File: src/verilog/rv_core_pkg.sv
`default_nettype none

package rv_core_pkg;

    localparam int XLEN        = 32;
    localparam int REG_ADDR_W  = 5;
    localparam int WORD_ADDR_W = 30;

    localparam logic [XLEN-1:0] NOP_INST = 32'h0000_0013; // addi x0,x0,0

    // kept major opcodes
    localparam logic [6:0] OPC_OP     = 7'b0110011;
    localparam logic [6:0] OPC_OP_IMM = 7'b0010011;
    localparam logic [6:0] OPC_LOAD   = 7'b0000011;
    localparam logic [6:0] OPC_STORE  = 7'b0100011;

    typedef enum logic [3:0] {
        ALU_ADD = 4'd0,
        ALU_SUB = 4'd1,
        ALU_AND = 4'd2,
        ALU_OR  = 4'd3,
        ALU_SLT = 4'd4,
        ALU_XOR = 4'd5,
        ALU_SLL = 4'd6,
        ALU_SRA = 4'd7,
        ALU_SRL = 4'd8
    } alu_op_e;

    typedef struct packed {
        logic    regwrite;
        logic    memtoreg; // writeback takes load data
        logic    memread;
        logic    memwrite;
        logic    alusrc;   // operand b is the immediate
        alu_op_e alu_op;
    } ctrl_t;

    typedef struct packed {
        ctrl_t                 ctrl;
        logic [REG_ADDR_W-1:0] rs1;
        logic [REG_ADDR_W-1:0] rs2;
        logic [REG_ADDR_W-1:0] rd;
        logic [XLEN-1:0]       rs1_data;
        logic [XLEN-1:0]       rs2_data;
        logic [XLEN-1:0]       imm;
    } id_ex_t;

    typedef struct packed {
        ctrl_t                 ctrl;
        logic [REG_ADDR_W-1:0] rd;
        logic [XLEN-1:0]       alu_result;
        logic [XLEN-1:0]       store_data;
    } ex_mem_t;

    typedef struct packed {
        logic                  regwrite;
        logic                  memtoreg;
        logic [REG_ADDR_W-1:0] rd;
        logic [XLEN-1:0]       alu_result;
        logic [XLEN-1:0]       load_data;
    } mem_wb_t;

    typedef struct packed {
        logic                  regwrite;
        logic [REG_ADDR_W-1:0] rd;
        logic [XLEN-1:0]       data;
    } wb_t;

    // both cache ports carry words with the byte order reversed
    function automatic logic [XLEN-1:0] byte_swap(input logic [XLEN-1:0] w);
        return {w[7:0], w[15:8], w[23:16], w[31:24]};
    endfunction

endpackage

`default_nettype wire

File: src/verilog/rv_regfile.sv
`timescale 1ns/10ps
`default_nettype none

module rv_regfile (
    input  wire logic                                clk,
    input  wire logic                                rst_n,
    input  wire rv_core_pkg::wb_t                    i_wb,
    input  wire logic [rv_core_pkg::REG_ADDR_W-1:0]  i_rs1_addr,
    input  wire logic [rv_core_pkg::REG_ADDR_W-1:0]  i_rs2_addr,
    output      logic [rv_core_pkg::XLEN-1:0]        o_rs1_data,
    output      logic [rv_core_pkg::XLEN-1:0]        o_rs2_data
);

    logic [rv_core_pkg::XLEN-1:0] regs [32];

    always_ff @(posedge clk or negedge rst_n) begin
        if (!rst_n) begin
            for (int i = 0; i < 32; i++) begin
                regs[i] <= '0;
            end
        end else if (i_wb.regwrite && (i_wb.rd != '0)) begin
            regs[i_wb.rd] <= i_wb.data; // x0 stays zero
        end
    end

    assign o_rs1_data = regs[i_rs1_addr];
    assign o_rs2_data = regs[i_rs2_addr];

endmodule

`default_nettype wire

File: src/verilog/rv_fetch.sv
`timescale 1ns/10ps
`default_nettype none

module rv_fetch (
    input  wire logic                                 clk,
    input  wire logic                                 rst_n,
    input  wire logic [rv_core_pkg::XLEN-1:0]         i_icache_rdata,
    input  wire logic                                 i_icache_stall,
    input  wire logic                                 i_dcache_stall,
    input  wire logic                                 i_load_use,
    output      logic [rv_core_pkg::WORD_ADDR_W-1:0]  o_icache_addr,
    output      logic [rv_core_pkg::XLEN-1:0]         o_pc,
    output      logic [rv_core_pkg::XLEN-1:0]         o_inst
);

    logic [rv_core_pkg::XLEN-1:0] pc_q;
    logic [rv_core_pkg::XLEN-1:0] inst_q; // IF/ID word

    always_ff @(posedge clk or negedge rst_n) begin
        if (!rst_n) begin
            pc_q   <= '0;
            inst_q <= rv_core_pkg::NOP_INST;
        end else if (i_dcache_stall || i_load_use) begin
            pc_q   <= pc_q; // whole front end waits
            inst_q <= inst_q;
        end else if (i_icache_stall) begin
            inst_q <= rv_core_pkg::NOP_INST; // pc stays, feed a bubble
        end else begin
            pc_q   <= pc_q + 32'd4;
            inst_q <= rv_core_pkg::byte_swap(i_icache_rdata);
        end
    end

    assign o_icache_addr = pc_q[rv_core_pkg::XLEN-1:2]; // word address
    assign o_pc          = pc_q;
    assign o_inst        = inst_q;

endmodule

`default_nettype wire

File: src/verilog/rv_decode.sv
`timescale 1ns/10ps
`default_nettype none

module rv_decode (
    input  wire logic                          clk,
    input  wire logic                          rst_n,
    input  wire logic [rv_core_pkg::XLEN-1:0]  i_inst,
    input  wire rv_core_pkg::wb_t              i_wb,
    input  wire logic                          i_dcache_stall,
    output      rv_core_pkg::id_ex_t           o_id_ex,
    output      logic                          o_load_use
);

    logic [6:0]                        opcode;
    logic [2:0]                        funct3;
    logic [rv_core_pkg::REG_ADDR_W-1:0] rs1;
    logic [rv_core_pkg::REG_ADDR_W-1:0] rs2;
    logic [rv_core_pkg::REG_ADDR_W-1:0] rd;
    logic [rv_core_pkg::XLEN-1:0]      imm_i;
    logic [rv_core_pkg::XLEN-1:0]      imm_s;
    logic [rv_core_pkg::XLEN-1:0]      imm;
    logic [rv_core_pkg::XLEN-1:0]      rf_rs1_data;
    logic [rv_core_pkg::XLEN-1:0]      rf_rs2_data;
    logic [rv_core_pkg::XLEN-1:0]      rs1_data;
    logic [rv_core_pkg::XLEN-1:0]      rs2_data;
    logic                              uses_rs1;
    logic                              uses_rs2;
    rv_core_pkg::alu_op_e              alu_sel;
    rv_core_pkg::ctrl_t                ctrl;

    // ID/EX register
    rv_core_pkg::ctrl_t                ctrl_q;
    logic [rv_core_pkg::REG_ADDR_W-1:0] rs1_q;
    logic [rv_core_pkg::REG_ADDR_W-1:0] rs2_q;
    logic [rv_core_pkg::REG_ADDR_W-1:0] rd_q;
    logic [rv_core_pkg::XLEN-1:0]      rs1_data_q;
    logic [rv_core_pkg::XLEN-1:0]      rs2_data_q;
    logic [rv_core_pkg::XLEN-1:0]      imm_q;

    assign opcode = i_inst[6:0];
    assign rd     = i_inst[11:7];
    assign funct3 = i_inst[14:12];
    assign rs1    = i_inst[19:15];
    assign rs2    = i_inst[24:20];
    assign imm_i  = {{20{i_inst[31]}}, i_inst[31:20]};
    assign imm_s  = {{20{i_inst[31]}}, i_inst[31:25], i_inst[11:7]};

    // funct7 bit 30 picks sub only for register ops, sra for both
    always_comb begin
        case (funct3)
            3'b000:  alu_sel = (i_inst[30] && (opcode == rv_core_pkg::OPC_OP)) ?
                               rv_core_pkg::ALU_SUB : rv_core_pkg::ALU_ADD;
            3'b001:  alu_sel = rv_core_pkg::ALU_SLL;
            3'b010:  alu_sel = rv_core_pkg::ALU_SLT;
            3'b100:  alu_sel = rv_core_pkg::ALU_XOR;
            3'b101:  alu_sel = i_inst[30] ? rv_core_pkg::ALU_SRA : rv_core_pkg::ALU_SRL;
            3'b110:  alu_sel = rv_core_pkg::ALU_OR;
            3'b111:  alu_sel = rv_core_pkg::ALU_AND;
            default: alu_sel = rv_core_pkg::ALU_ADD;
        endcase
    end

    always_comb begin
        ctrl     = '0;
        imm      = imm_i;
        uses_rs1 = 1'b1;
        uses_rs2 = 1'b0;
        case (opcode)
            rv_core_pkg::OPC_OP: begin
                ctrl.regwrite = 1'b1;
                ctrl.alu_op   = alu_sel;
                uses_rs2      = 1'b1;
            end
            rv_core_pkg::OPC_OP_IMM: begin
                ctrl.regwrite = 1'b1;
                ctrl.alusrc   = 1'b1;
                ctrl.alu_op   = alu_sel;
            end
            rv_core_pkg::OPC_LOAD: begin
                ctrl.regwrite = 1'b1;
                ctrl.memtoreg = 1'b1;
                ctrl.memread  = 1'b1;
                ctrl.alusrc   = 1'b1; // address = rs1 + imm
            end
            rv_core_pkg::OPC_STORE: begin
                ctrl.memwrite = 1'b1;
                ctrl.alusrc   = 1'b1;
                imm           = imm_s;
                uses_rs2      = 1'b1;
            end
            default: uses_rs1 = 1'b0; // unsupported, behaves as nop
        endcase
    end

    rv_regfile u_rv_regfile (
        .clk        (clk),
        .rst_n      (rst_n),
        .i_wb       (i_wb),
        .i_rs1_addr (rs1),
        .i_rs2_addr (rs2),
        .o_rs1_data (rf_rs1_data),
        .o_rs2_data (rf_rs2_data)
    );

    // write-first bypass of the value being written this cycle
    assign rs1_data = (i_wb.regwrite && (i_wb.rd != '0) && (i_wb.rd == rs1)) ?
                      i_wb.data : rf_rs1_data;
    assign rs2_data = (i_wb.regwrite && (i_wb.rd != '0) && (i_wb.rd == rs2)) ?
                      i_wb.data : rf_rs2_data;

    // load in EX whose result is needed right now
    assign o_load_use = ctrl_q.memread && (rd_q != '0) &&
                        ((uses_rs1 && (rd_q == rs1)) || (uses_rs2 && (rd_q == rs2)));

    always_ff @(posedge clk or negedge rst_n) begin
        if (!rst_n) begin
            ctrl_q <= '0;
            rs1_q  <= '0;
            rs2_q  <= '0;
            rd_q   <= '0;
        end else if (!i_dcache_stall) begin
            ctrl_q <= o_load_use ? '0 : ctrl; // bubble
            rs1_q  <= rs1;
            rs2_q  <= rs2;
            rd_q   <= rd;
        end
    end

    always_ff @(posedge clk) begin
        if (!i_dcache_stall) begin
            rs1_data_q <= rs1_data;
            rs2_data_q <= rs2_data;
            imm_q      <= imm;
        end
    end

    assign o_id_ex = '{ctrl: ctrl_q, rs1: rs1_q, rs2: rs2_q, rd: rd_q,
                       rs1_data: rs1_data_q, rs2_data: rs2_data_q, imm: imm_q};

endmodule

`default_nettype wire

File: src/verilog/rv_execute.sv
`timescale 1ns/10ps
`default_nettype none

module rv_execute (
    input  wire logic                 clk,
    input  wire logic                 rst_n,
    input  wire rv_core_pkg::id_ex_t  i_id_ex,
    input  wire rv_core_pkg::wb_t     i_wb,
    input  wire logic                 i_dcache_stall,
    output      rv_core_pkg::ex_mem_t o_ex_mem
);

    logic                         mem_hit1;
    logic                         mem_hit2;
    logic                         wb_hit1;
    logic                         wb_hit2;
    logic [rv_core_pkg::XLEN-1:0] op_a;
    logic [rv_core_pkg::XLEN-1:0] rs2_fwd;
    logic [rv_core_pkg::XLEN-1:0] op_b;
    logic [4:0]                   shamt;
    logic [rv_core_pkg::XLEN-1:0] alu_out;

    // EX/MEM register
    rv_core_pkg::ctrl_t                 ctrl_q;
    logic [rv_core_pkg::REG_ADDR_W-1:0] rd_q;
    logic [rv_core_pkg::XLEN-1:0]       alu_q;
    logic [rv_core_pkg::XLEN-1:0]       store_q;

    assign mem_hit1 = ctrl_q.regwrite && (rd_q != '0) && (rd_q == i_id_ex.rs1);
    assign mem_hit2 = ctrl_q.regwrite && (rd_q != '0) && (rd_q == i_id_ex.rs2);
    assign wb_hit1  = i_wb.regwrite && (i_wb.rd != '0) && (i_wb.rd == i_id_ex.rs1);
    assign wb_hit2  = i_wb.regwrite && (i_wb.rd != '0) && (i_wb.rd == i_id_ex.rs2);

    // newest producer wins
    always_comb begin
        if (mem_hit1) begin
            op_a = alu_q;
        end else if (wb_hit1) begin
            op_a = i_wb.data;
        end else begin
            op_a = i_id_ex.rs1_data;
        end
    end

    always_comb begin
        if (mem_hit2) begin
            rs2_fwd = alu_q;
        end else if (wb_hit2) begin
            rs2_fwd = i_wb.data;
        end else begin
            rs2_fwd = i_id_ex.rs2_data;
        end
    end

    assign op_b  = i_id_ex.ctrl.alusrc ? i_id_ex.imm : rs2_fwd;
    assign shamt = op_b[4:0]; // imm bit 30 of srai must not count

    always_comb begin
        case (i_id_ex.ctrl.alu_op)
            rv_core_pkg::ALU_SUB: alu_out = op_a - op_b;
            rv_core_pkg::ALU_AND: alu_out = op_a & op_b;
            rv_core_pkg::ALU_OR:  alu_out = op_a | op_b;
            rv_core_pkg::ALU_XOR: alu_out = op_a ^ op_b;
            rv_core_pkg::ALU_SLT: alu_out = {31'd0, $signed(op_a) < $signed(op_b)};
            rv_core_pkg::ALU_SLL: alu_out = op_a << shamt;
            rv_core_pkg::ALU_SRL: alu_out = op_a >> shamt;
            rv_core_pkg::ALU_SRA: alu_out = $unsigned($signed(op_a) >>> shamt);
            default:              alu_out = op_a + op_b; // add, also load/store address
        endcase
    end

    always_ff @(posedge clk or negedge rst_n) begin
        if (!rst_n) begin
            ctrl_q <= '0;
            rd_q   <= '0;
        end else if (!i_dcache_stall) begin
            ctrl_q <= i_id_ex.ctrl;
            rd_q   <= i_id_ex.rd;
        end
    end

    always_ff @(posedge clk) begin
        if (!i_dcache_stall) begin
            alu_q   <= alu_out;
            store_q <= rs2_fwd;
        end
    end

    assign o_ex_mem = '{ctrl: ctrl_q, rd: rd_q, alu_result: alu_q, store_data: store_q};

endmodule

`default_nettype wire

File: src/verilog/rv_memory.sv
`timescale 1ns/10ps
`default_nettype none

module rv_memory (
    input  wire logic                                clk,
    input  wire logic                                rst_n,
    input  wire rv_core_pkg::ex_mem_t                i_ex_mem,
    input  wire logic [rv_core_pkg::XLEN-1:0]        i_dcache_rdata,
    input  wire logic                                i_dcache_stall,
    output      logic                                o_dcache_ren,
    output      logic                                o_dcache_wen,
    output      logic [rv_core_pkg::WORD_ADDR_W-1:0] o_dcache_addr,
    output      logic [rv_core_pkg::XLEN-1:0]        o_dcache_wdata,
    output      rv_core_pkg::wb_t                    o_wb
);

    rv_core_pkg::mem_wb_t mem_wb;

    // request straight from EX/MEM and held there while the cache stalls
    assign o_dcache_ren   = i_ex_mem.ctrl.memread;
    assign o_dcache_wen   = i_ex_mem.ctrl.memwrite;
    assign o_dcache_addr  = i_ex_mem.alu_result[rv_core_pkg::XLEN-1:2];
    assign o_dcache_wdata = rv_core_pkg::byte_swap(i_ex_mem.store_data);

    always_ff @(posedge clk or negedge rst_n) begin
        if (!rst_n) begin
            mem_wb <= '0;
        end else if (!i_dcache_stall) begin
            mem_wb.regwrite   <= i_ex_mem.ctrl.regwrite;
            mem_wb.memtoreg   <= i_ex_mem.ctrl.memtoreg;
            mem_wb.rd         <= i_ex_mem.rd;
            mem_wb.alu_result <= i_ex_mem.alu_result;
            mem_wb.load_data  <= rv_core_pkg::byte_swap(i_dcache_rdata);
        end
    end

    // writeback select
    assign o_wb.regwrite = mem_wb.regwrite;
    assign o_wb.rd       = mem_wb.rd;
    assign o_wb.data     = mem_wb.memtoreg ? mem_wb.load_data : mem_wb.alu_result;

endmodule

`default_nettype wire

File: src/verilog/rv_core.sv
`timescale 1ns/10ps
`default_nettype none

module rv_core (
    input  wire logic                                clk,
    input  wire logic                                rst_n,
    // instruction cache
    output      logic                                o_icache_ren,
    output      logic [rv_core_pkg::WORD_ADDR_W-1:0] o_icache_addr,
    input  wire logic [rv_core_pkg::XLEN-1:0]        i_icache_rdata,
    input  wire logic                                i_icache_stall,
    // data cache
    output      logic                                o_dcache_ren,
    output      logic                                o_dcache_wen,
    output      logic [rv_core_pkg::WORD_ADDR_W-1:0] o_dcache_addr,
    output      logic [rv_core_pkg::XLEN-1:0]        o_dcache_wdata,
    input  wire logic [rv_core_pkg::XLEN-1:0]        i_dcache_rdata,
    input  wire logic                                i_dcache_stall,
    output      logic [rv_core_pkg::XLEN-1:0]        o_pc
);

    logic [rv_core_pkg::XLEN-1:0] if_id_inst;
    logic                         load_use;
    rv_core_pkg::id_ex_t          id_ex;
    rv_core_pkg::ex_mem_t         ex_mem;
    rv_core_pkg::wb_t             wb;

    assign o_icache_ren = 1'b1; // fetch reads every cycle

    rv_fetch u_rv_fetch (
        .clk            (clk),
        .rst_n          (rst_n),
        .i_icache_rdata (i_icache_rdata),
        .i_icache_stall (i_icache_stall),
        .i_dcache_stall (i_dcache_stall),
        .i_load_use     (load_use),
        .o_icache_addr  (o_icache_addr),
        .o_pc           (o_pc),
        .o_inst         (if_id_inst)
    );

    rv_decode u_rv_decode (
        .clk            (clk),
        .rst_n          (rst_n),
        .i_inst         (if_id_inst),
        .i_wb           (wb),
        .i_dcache_stall (i_dcache_stall),
        .o_id_ex        (id_ex),
        .o_load_use     (load_use)
    );

    rv_execute u_rv_execute (
        .clk            (clk),
        .rst_n          (rst_n),
        .i_id_ex        (id_ex),
        .i_wb           (wb),
        .i_dcache_stall (i_dcache_stall),
        .o_ex_mem       (ex_mem)
    );

    rv_memory u_rv_memory (
        .clk            (clk),
        .rst_n          (rst_n),
        .i_ex_mem       (ex_mem),
        .i_dcache_rdata (i_dcache_rdata),
        .i_dcache_stall (i_dcache_stall),
        .o_dcache_ren   (o_dcache_ren),
        .o_dcache_wen   (o_dcache_wen),
        .o_dcache_addr  (o_dcache_addr),
        .o_dcache_wdata (o_dcache_wdata),
        .o_wb           (wb)
    );

endmodule

`default_nettype wire

File: config.mk
export PLATFORM = sky130hd
export DESIGN_NAME = rv_core
export DESIGN_NICKNAME = d
export VERILOG_FILES = /design/src/verilog/rv_core_pkg.sv /design/src/verilog/rv_regfile.sv /design/src/verilog/rv_fetch.sv /design/src/verilog/rv_decode.sv /design/src/verilog/rv_execute.sv /design/src/verilog/rv_memory.sv /design/src/verilog/rv_core.sv
export SDC_FILE = /design/constraint.sdc
export NUM_CORES = 2
export LEC_CHECK = 0
export BUFFER_PORTS_ARGS = -buffer_cell sky130_fd_sc_hd__buf_2
export CORE_MARGIN = 1
export CORE_UTILIZATION = 30
export DETAILED_ROUTE_END_ITERATION = 10
export MAX_ROUTING_LAYER = met4
export PLACE_DENSITY = 0.49
export SETUP_SLACK_MARGIN = 0.15
export SYNTH_ARGS = -nofsm -noshare
export SYNTH_HDL_FRONTEND = slang
export SYNTH_SLANG_ARGS = --single-unit
File: constraint.sdc
create_clock -name clk -period 8.9 [get_ports clk]
set_input_delay 1.78 -clock clk [delete_from_list [all_inputs] [get_ports clk]]
set_output_delay 1.78 -clock clk [all_outputs]
set_load 0.02 [all_outputs]
=== Word level (Yosys, flattened, before mapping) ===
Cells that the tools add are included.
W data, S select, Z words.

* Add/sub/neg operators: 3
* Order comparisons: 5
* Equality and inequality tests: 26
* Shifts and indexed selects: 3
* Multiplexer cells: 31
* Bitwise logic cells: 8
* Reduce and logical (&&, ||, !) cells: 26

{| class="wikitable"
|+ Operators by type and width
! cell !! count
|-
| $bwmux W1024 || 1
|-
| $mux W32 || 14
|-
| $bmux W32 S5 || 2
|-
| $pmux W32 S8 || 1
|-
| $demux W32 S5 || 1
|-
| $eq A5 B5 Y1 || 8
|-
| $add A32 B3 Y32 const B || 1
|-
| $add A32 B32 Y32 || 1
|-
| $and A32 B32 Y32 || 1
|-
| $lt A32 B32 Y1 || 1
|-
| $or A32 B32 Y32 || 1
|-
| $shl A32 B5 Y32 || 1
|-
| $shr A32 B5 Y32 || 1
|-
| $sshr A32 B5 Y32 || 1
|-
| $sub A32 B32 Y32 || 1
|-
| $xor A32 B32 Y32 || 1
|-
| $pmux W4 S7 || 1
|-
| $ge A6 B6 Y1 const B || 3
|-
| $not A5 Y6 || 3
|-
| $eq A4 B3 Y1 const B || 4
|-
| $reduce_bool A5 Y1 || 3
|-
| $eq A7 B6 Y1 const B || 2
|-
| $logic_and A1 B1 Y1 || 14
|-
| $eq A3 B3 Y1 const B || 4
|-
| 20 further kinds || 31
|}

* Register bits: 1332
* Output and inout bits: 127

=== Logic depth before layout (Yosys ltp) ===
* Depth after elaboration: 9
* Depth in mapped cells: 24

=== Hierarchy ===
Synthesis repeated with hierarchy kept, for this count alone.

* Cells, all modules: 7319
* Area total of the unflattened synthesis: 80986.4 um^2

{| class="wikitable"
|+ Modules (own cells, without submodules)
! module !! times used !! cells an instance !! area an instance (um^2) !! seq. area each (um^2)
|-
| rv_regfile || 1 || 4601 || 55921.1 || 25624.6
|-
| rv_execute || 1 || 1864 || 13225.2 || 2272.2
|-
| rv_decode || 1 || 300 || 4899.7 || 2857.7
|-
| rv_memory || 1 || 256 || 3928.8 || 1776.7
|-
| rv_fetch || 1 || 296 || 3000.4 || 1555.2
|-
| rv_core || 1 || 2 || 11.3 || 0.0
|}

=== Worst setup path after synthesis ===
Ideal clock, no wire load.

* Path kind: in2reg
* Start: input i_dcache_stall
* End: register u_rv_fetch.pc_q (netlist bit u_rv_fetch.o_pc[29])
* Library setup time: 130 ps
* Arrival time: 6815 ps
* Required time: 8770 ps
* Slack: 1955 ps
* Stages on the path: 9
* Buffers on the path: 1
* Cell sequence: clkbuf_1 > inv_1 > nand2_1 > nor2_1 > and4_1 > nand2_1 > nor3_1 > nand3_1 > xnor2_1

* Word-level cells in the longest chain between the ends: 3

{| class="wikitable"
|+ Ends and longest elaborated chain
! item !! RTL line !! source
|-
| start: declaration || rv_core.sv:18 || <nowiki>input wire logic i_dcache_stall,</nowiki>
|-
| $logic_or A1 B1 Y1 || rv_fetch.sv:23 || <nowiki>end else if (i_dcache_stall || i_load_use) begin</nowiki>
|-
| $not A1 Y1 (no source line) || - ||
|-
| $reduce_and A2 Y1 (no source line) || - ||
|-
| end signal: assignment || rv_fetch.sv:24 || <nowiki>pc_q <= pc_q;</nowiki>
|-
| end signal: assignment || rv_fetch.sv:29 || <nowiki>pc_q <= pc_q + 32'd4;</nowiki>
|-
| end: declaration || rv_fetch.sv:16 || <nowiki>logic [rv_core_pkg::XLEN-1:0] pc_q;</nowiki>
|}

No other way between the ends.
A chain may end at the register's enable or synchronous reset.

=== Worst setup path in the final report ===
* Start: register u_rv_memory.mem_wb (netlist bit u_rv_memory.o_wb[36])
* End: register u_rv_execute.alu_q[29] (netlist name), data pin

* Word-level cells in the longest chain between the ends: 8
* Elaborated cells between the ends (all ways): 20

{| class="wikitable"
|+ Ends and longest elaborated chain
! item !! RTL line !! source
|-
| start: declaration || rv_memory.sv:17 || <nowiki>rv_core_pkg::mem_wb_t mem_wb;</nowiki>
|-
| $reduce_bool A5 Y1 || rv_execute.sv:31, rv_execute.sv:32 ||
|-
| $logic_and A1 B1 Y1 || rv_execute.sv:31, rv_execute.sv:32 ||
|-
| $logic_and A1 B1 Y1 || rv_execute.sv:32 || <nowiki>assign wb_hit2 = i_wb.regwrite && (i_wb.rd != '0) && (i_wb.rd == i_id_ex.rs2);</nowiki>
|-
| $mux W32 || rv_execute.sv:48 || <nowiki>end else if (wb_hit2) begin</nowiki>
|-
| $mux W32 || rv_execute.sv:46 || <nowiki>if (mem_hit2) begin</nowiki>
|-
| $mux W32 || rv_execute.sv:55 || <nowiki>assign op_b = i_id_ex.ctrl.alusrc ? i_id_ex.imm : rs2_fwd;</nowiki>
|-
| $add A32 B32 Y32 (tied with other cells) || rv_execute.sv:68 || <nowiki>default: alu_out = op_a + op_b;</nowiki>
|-
| $pmux W32 S8 * || rv_execute.sv:59 || <nowiki>case (i_id_ex.ctrl.alu_op)</nowiki>
|-
| net u_rv_execute.alu_out (one bit) || rv_execute.sv:21 || <nowiki>logic [rv_core_pkg::XLEN-1:0] alu_out;</nowiki>
|-
| end signal: assignment || rv_execute.sv:84 || <nowiki>alu_q <= alu_out;</nowiki>
|-
| end: declaration || rv_execute.sv:26 || <nowiki>logic [rv_core_pkg::XLEN-1:0] alu_q;</nowiki>
|}

Mark *: on every way through the listed nets, which the timed path passes. The rest lies on a longest branch.

==> impl_results.md <==
- Grt peak-use layer: met2
- Power Dens Cells: roughly 260 nW/um2
- Yosys Warn Count: 0
- Area Overhead vs Synth: 11.8%
- # resized after CTS: 0
- TNS Setup: 0 ns
- Routed WL per cell: approximately 27 um
- Final min period: about 6.9 ns
- Die width: between 500 and 600 um
- CTS max path bufs: 3
- Tcrit/Tclk final: 0.773
- Ys async rst share: 0.895
- DP Area: 78600 um2
- Sw Pwr: 7.88 mW
- Post-Synth Simple-Gate Area: 0.101
- Final Wtd Congestion: a little over 0.9
- Post-Syn Area per Cell: ~11 um2
- First-pass GRT wire length: about 400000 um
- Largest net degree at the start of global routing: about 150
- Worst path arrival time: 7.44 ns
- Hold-fix buffers, CTS: 0
- Setup Buffers After CTS: 0
- P_int: 13.7 mW
- Post-synthesis sequential area ratio: 0.454
- Power share of the combinational group: 0.320
- Vias per cell: 5.54
- Final Slew Violations: 0
- Synth Instances: ~6800
- Yosys reg bits: 1328
- CP endpoint: u_rv_execute.alu_q[29]
- Most frequent cells after synthesis: dfrtp_1, nand2_1, nor2_1, a21oi_1, o21ai_0
- RSZ-0062 raised after global routing: false
- Die area: between 200000 and 300000 um2
- Vias in the first global route: around 55000
- Initial Util: 0.303
- Flop pwr share: 0.386
- Max-slew headroom: 0.136
- GRT Overall Usage: 0.220
- Critical path peak fanout: 36
- Pleak: approximately 35 nW
- Grt met1 use: 0.305
- Post-Synth Adder-Cell Area: 0.0169
- Slew @ Worst Pin: ~1.3 ns
- Count leader, synth: dfrtp_1
- DRC: 0
- Core Footprint: 247000 um2
- Top cell type's share of synthesized area: 0.397
- Post-route cell area: around 84000 um2
- FF-to-FF setup slack: roughly 2.0 ns
- Worst-Skew Late Latency: between 0.8 and 0.9 ns
- Antenna violations before repair: 14
- Reg2Reg Capture Point: u_rv_execute.alu_q[29]
- Vias: approximately 56000
- Overflow after GRT: 0
- Largest family of logic cells by synthesized area: multiplexers
- Clk pwr share: 0.294
- Clock-pin slew on the worst setup and hold paths: ~0.06 ns
- Max Clock Skew: around 0.035 ns
- IO buf count: 191
- Synth top area cells: dfrtp_1, mux4_2, edfxtp_1, a21oi_1, o21ai_0
- CTS tree: done
- Post-synth top area cell: dfrtp_1
- CP endpoint kind: flop
- Post-route ant nets: 0
- Worst EP required: 9.46 ns
- Met2 Track Usage GR: 0.329
- Ys flop type: dfrtp_1
- Row count: 182
- Post-place setup slack: 2.12 ns
- Clock tree sinks: between 1000 and 1500
- 1st-iter DRT viols: approximately 5500
- Worst Hold Class: flop to flop
- Mux cell area share after synthesis: 0.237
- Reg2Reg Depth: 19
- Net count of the finished layout: roughly 6800
- H-tree Lvls: 4
- Layout cells sized above 1: 0.224
- Synthesized cell area: 74700 um2
- Worst ir drop on vdd: 0.000210 V
- Max Cap Viol: 0
- Synth unique cells: 96
- Run status: complete, no violations
- Worst setup startpoint: u_rv_memory.o_wb[36]
- Kind of critical path: flop to flop
- EDFF count, synth: 140
- Area share of xor/xnor cells in the synthesized design: 0.00985
- Startpoint types: flop
- Post-synthesis compound-gate area fraction: 0.132
- Final setup violating endpoints: 0
- Final wirelength: ~270000 um
- CTS Buf Count: 148
- IO Pins: ~200
- Clock root buffer: clkbuf_16
- Fin. Hold Viols: 0
- GRT met3 Usage: 0.0364
- Worst R2R Start: u_rv_memory.o_wb[36]
- Drt first pass iters: 6
- Worst setup margin: between 2 and 2.5 ns
- Post-DP HPWL: around 170000 um
- Max Clk Rate: around 150 MHz
- Die Ht: about 500 um
- Switching Share: 0.365
## routing by layer
metal / share of wire / up-vias
li1: - / 24250
met1: 0.45 / 28777
met2: 0.45 / 2064
met3: 0.070 / 416
met4: 0.028 / 0
met5: 0 / -
## logic make-up after synthesis
group | Yosys count
AOI/OAI and AO/OA | 1729
xor gates and xnor gates | 84
adders and majority gates | 100
buffers and inverters | 838
DFF | 1328
muxes | 940
other | 2
and+or+nand+nor | 1809
## critical path, stage by stage (launching register included)
cell,delay [ns]
dfrtp_1,0.68
xnor2_1,0.18
nand4_1,0.18
nor4b_4,0.64
buf_4,0.45
nor2_1,0.09
o31ai_2,0.65
ha_1,0.47
nor3b_1,0.36
a31oi_1,0.13
o21ai_0,0.17
a21oi_1,0.14
a21oi_1,0.47
a21oi_1,0.30
o41ai_1,0.73
a21oi_1,0.16
nor2_1,0.16
nor3_1,0.06
a311o_1,0.34
a211o_1,0.25
## sequential cells by signal (all words and copies together) (netlist names), 6 cells and up
| signal | count |
|---|---|
| u_rv_execute.alu_q | 32 |
| u_rv_decode.imm_q | 12 |
| u_rv_execute.store_q | 32 |
| u_rv_decode.rs2_data_q | 32 |
| u_rv_memory.mem_wb | 65 |
| u_rv_decode.rs1_data_q | 32 |
| u_rv_decode.u_rv_regfile.regs | 1024 |
| u_rv_decode.o_id_ex | 8 |
| u_rv_fetch.o_inst | 32 |
| u_rv_memory.o_wb | 6 |
| u_rv_fetch.o_pc | 30 |
## worst min path at each step
stage	start	end	slack [ns]	cells past startpoint
detailed placement	u_rv_decode.u_rv_regfile.regs[1003]	u_rv_decode.u_rv_regfile.regs[1003]	0.38	0
global placement	u_rv_decode.u_rv_regfile.regs[996]	u_rv_decode.u_rv_regfile.regs[996]	0.38	0
CTS	u_rv_decode.u_rv_regfile.regs[1012]	u_rv_decode.u_rv_regfile.regs[1012]	0.40	0
finish	u_rv_decode.u_rv_regfile.regs[999]	u_rv_decode.u_rv_regfile.regs[999]	0.40	0
global route	u_rv_decode.u_rv_regfile.regs[999]	u_rv_decode.u_rv_regfile.regs[999]	0.41	0
floorplan	u_rv_fetch.o_inst[31]	u_rv_decode.imm_q[11]	0.42	0
## layout by cell type, fill, tap and decap left out, types with 18 or more instances in the layout
cell       Yosys  routed
dfrtp_1     1185    1174
nand2_1      790     775
nor2_1       721     704
a21oi_1      703     702
o21ai_0      655     655
mux4_2       647     647
buf_2         22     189
clkbuf_16      0     150
edfxtp_1     140     140
mux2_2       137     137
buf_4        101     132
mux2i_1      155     122
ha_1          98      98
inv_1         95      94
a211oi_1      80      80
nor2b_1       67      67
xnor2_1       53      52
nand3_1       40      40
nor3_1        35      34
nand3b_1      34      34
clkbuf_1     542      32
xor2_1        31      30
and2_1        28      28
clkinv_2       2      28
clkbuf_8       0      24
o31ai_2       22      22
o22ai_1       22      22
mux2i_4        0      21
nand2b_1      21      21
o221ai_1      20      20
a221oi_1      20      20
buf_12         0      19
nor2_4         1      18
## area by class of cell
type / count / area [um2]
Fill cell: 24725 / 163000
Multi-Input combinational cell: 4665 / 37800
Sequential cell: 1328 / 34000
Clock buffer: 206 / 4200
Tap cell: 3312 / 4140
Timing Repair Buffer: 340 / 2320
Clock inverter: 60 / 717
Inverter: 101 / 387
Antenna cell: 3 / 7.51
## power by group through the flow
stage	Clock, mW	Sequential, mW	Combinational [mW]
2_1_floorplan	0	7.91	4.97
3_3_place_gp	0	8.34	6.80
3_5_place_dp	0	8.41	6.84
4_1_cts	6.49	8.31	6.85
5_1_grt	6.71	8.47	7.47
6_report	6.34	8.34	6.91
## stage by stage
step / total power [mW] / hold WS, ns / std cells / util
2_1_floorplan: 12.9 / 0.425 / 6831 / -
4_1_cts: 21.6 / 0.397 / 10012 / 0.338
3_5_place_dp: 15.2 / 0.383 / 9746 / 0.318
3_3_place_gp: 15.1 / 0.376 / 9746 / 0.318
6_report: 21.6 / 0.395 / 10015 / 0.338
5_1_grt: 22.6 / 0.413 / 10013 / 0.338
Power figures use the tool's default switching activity.
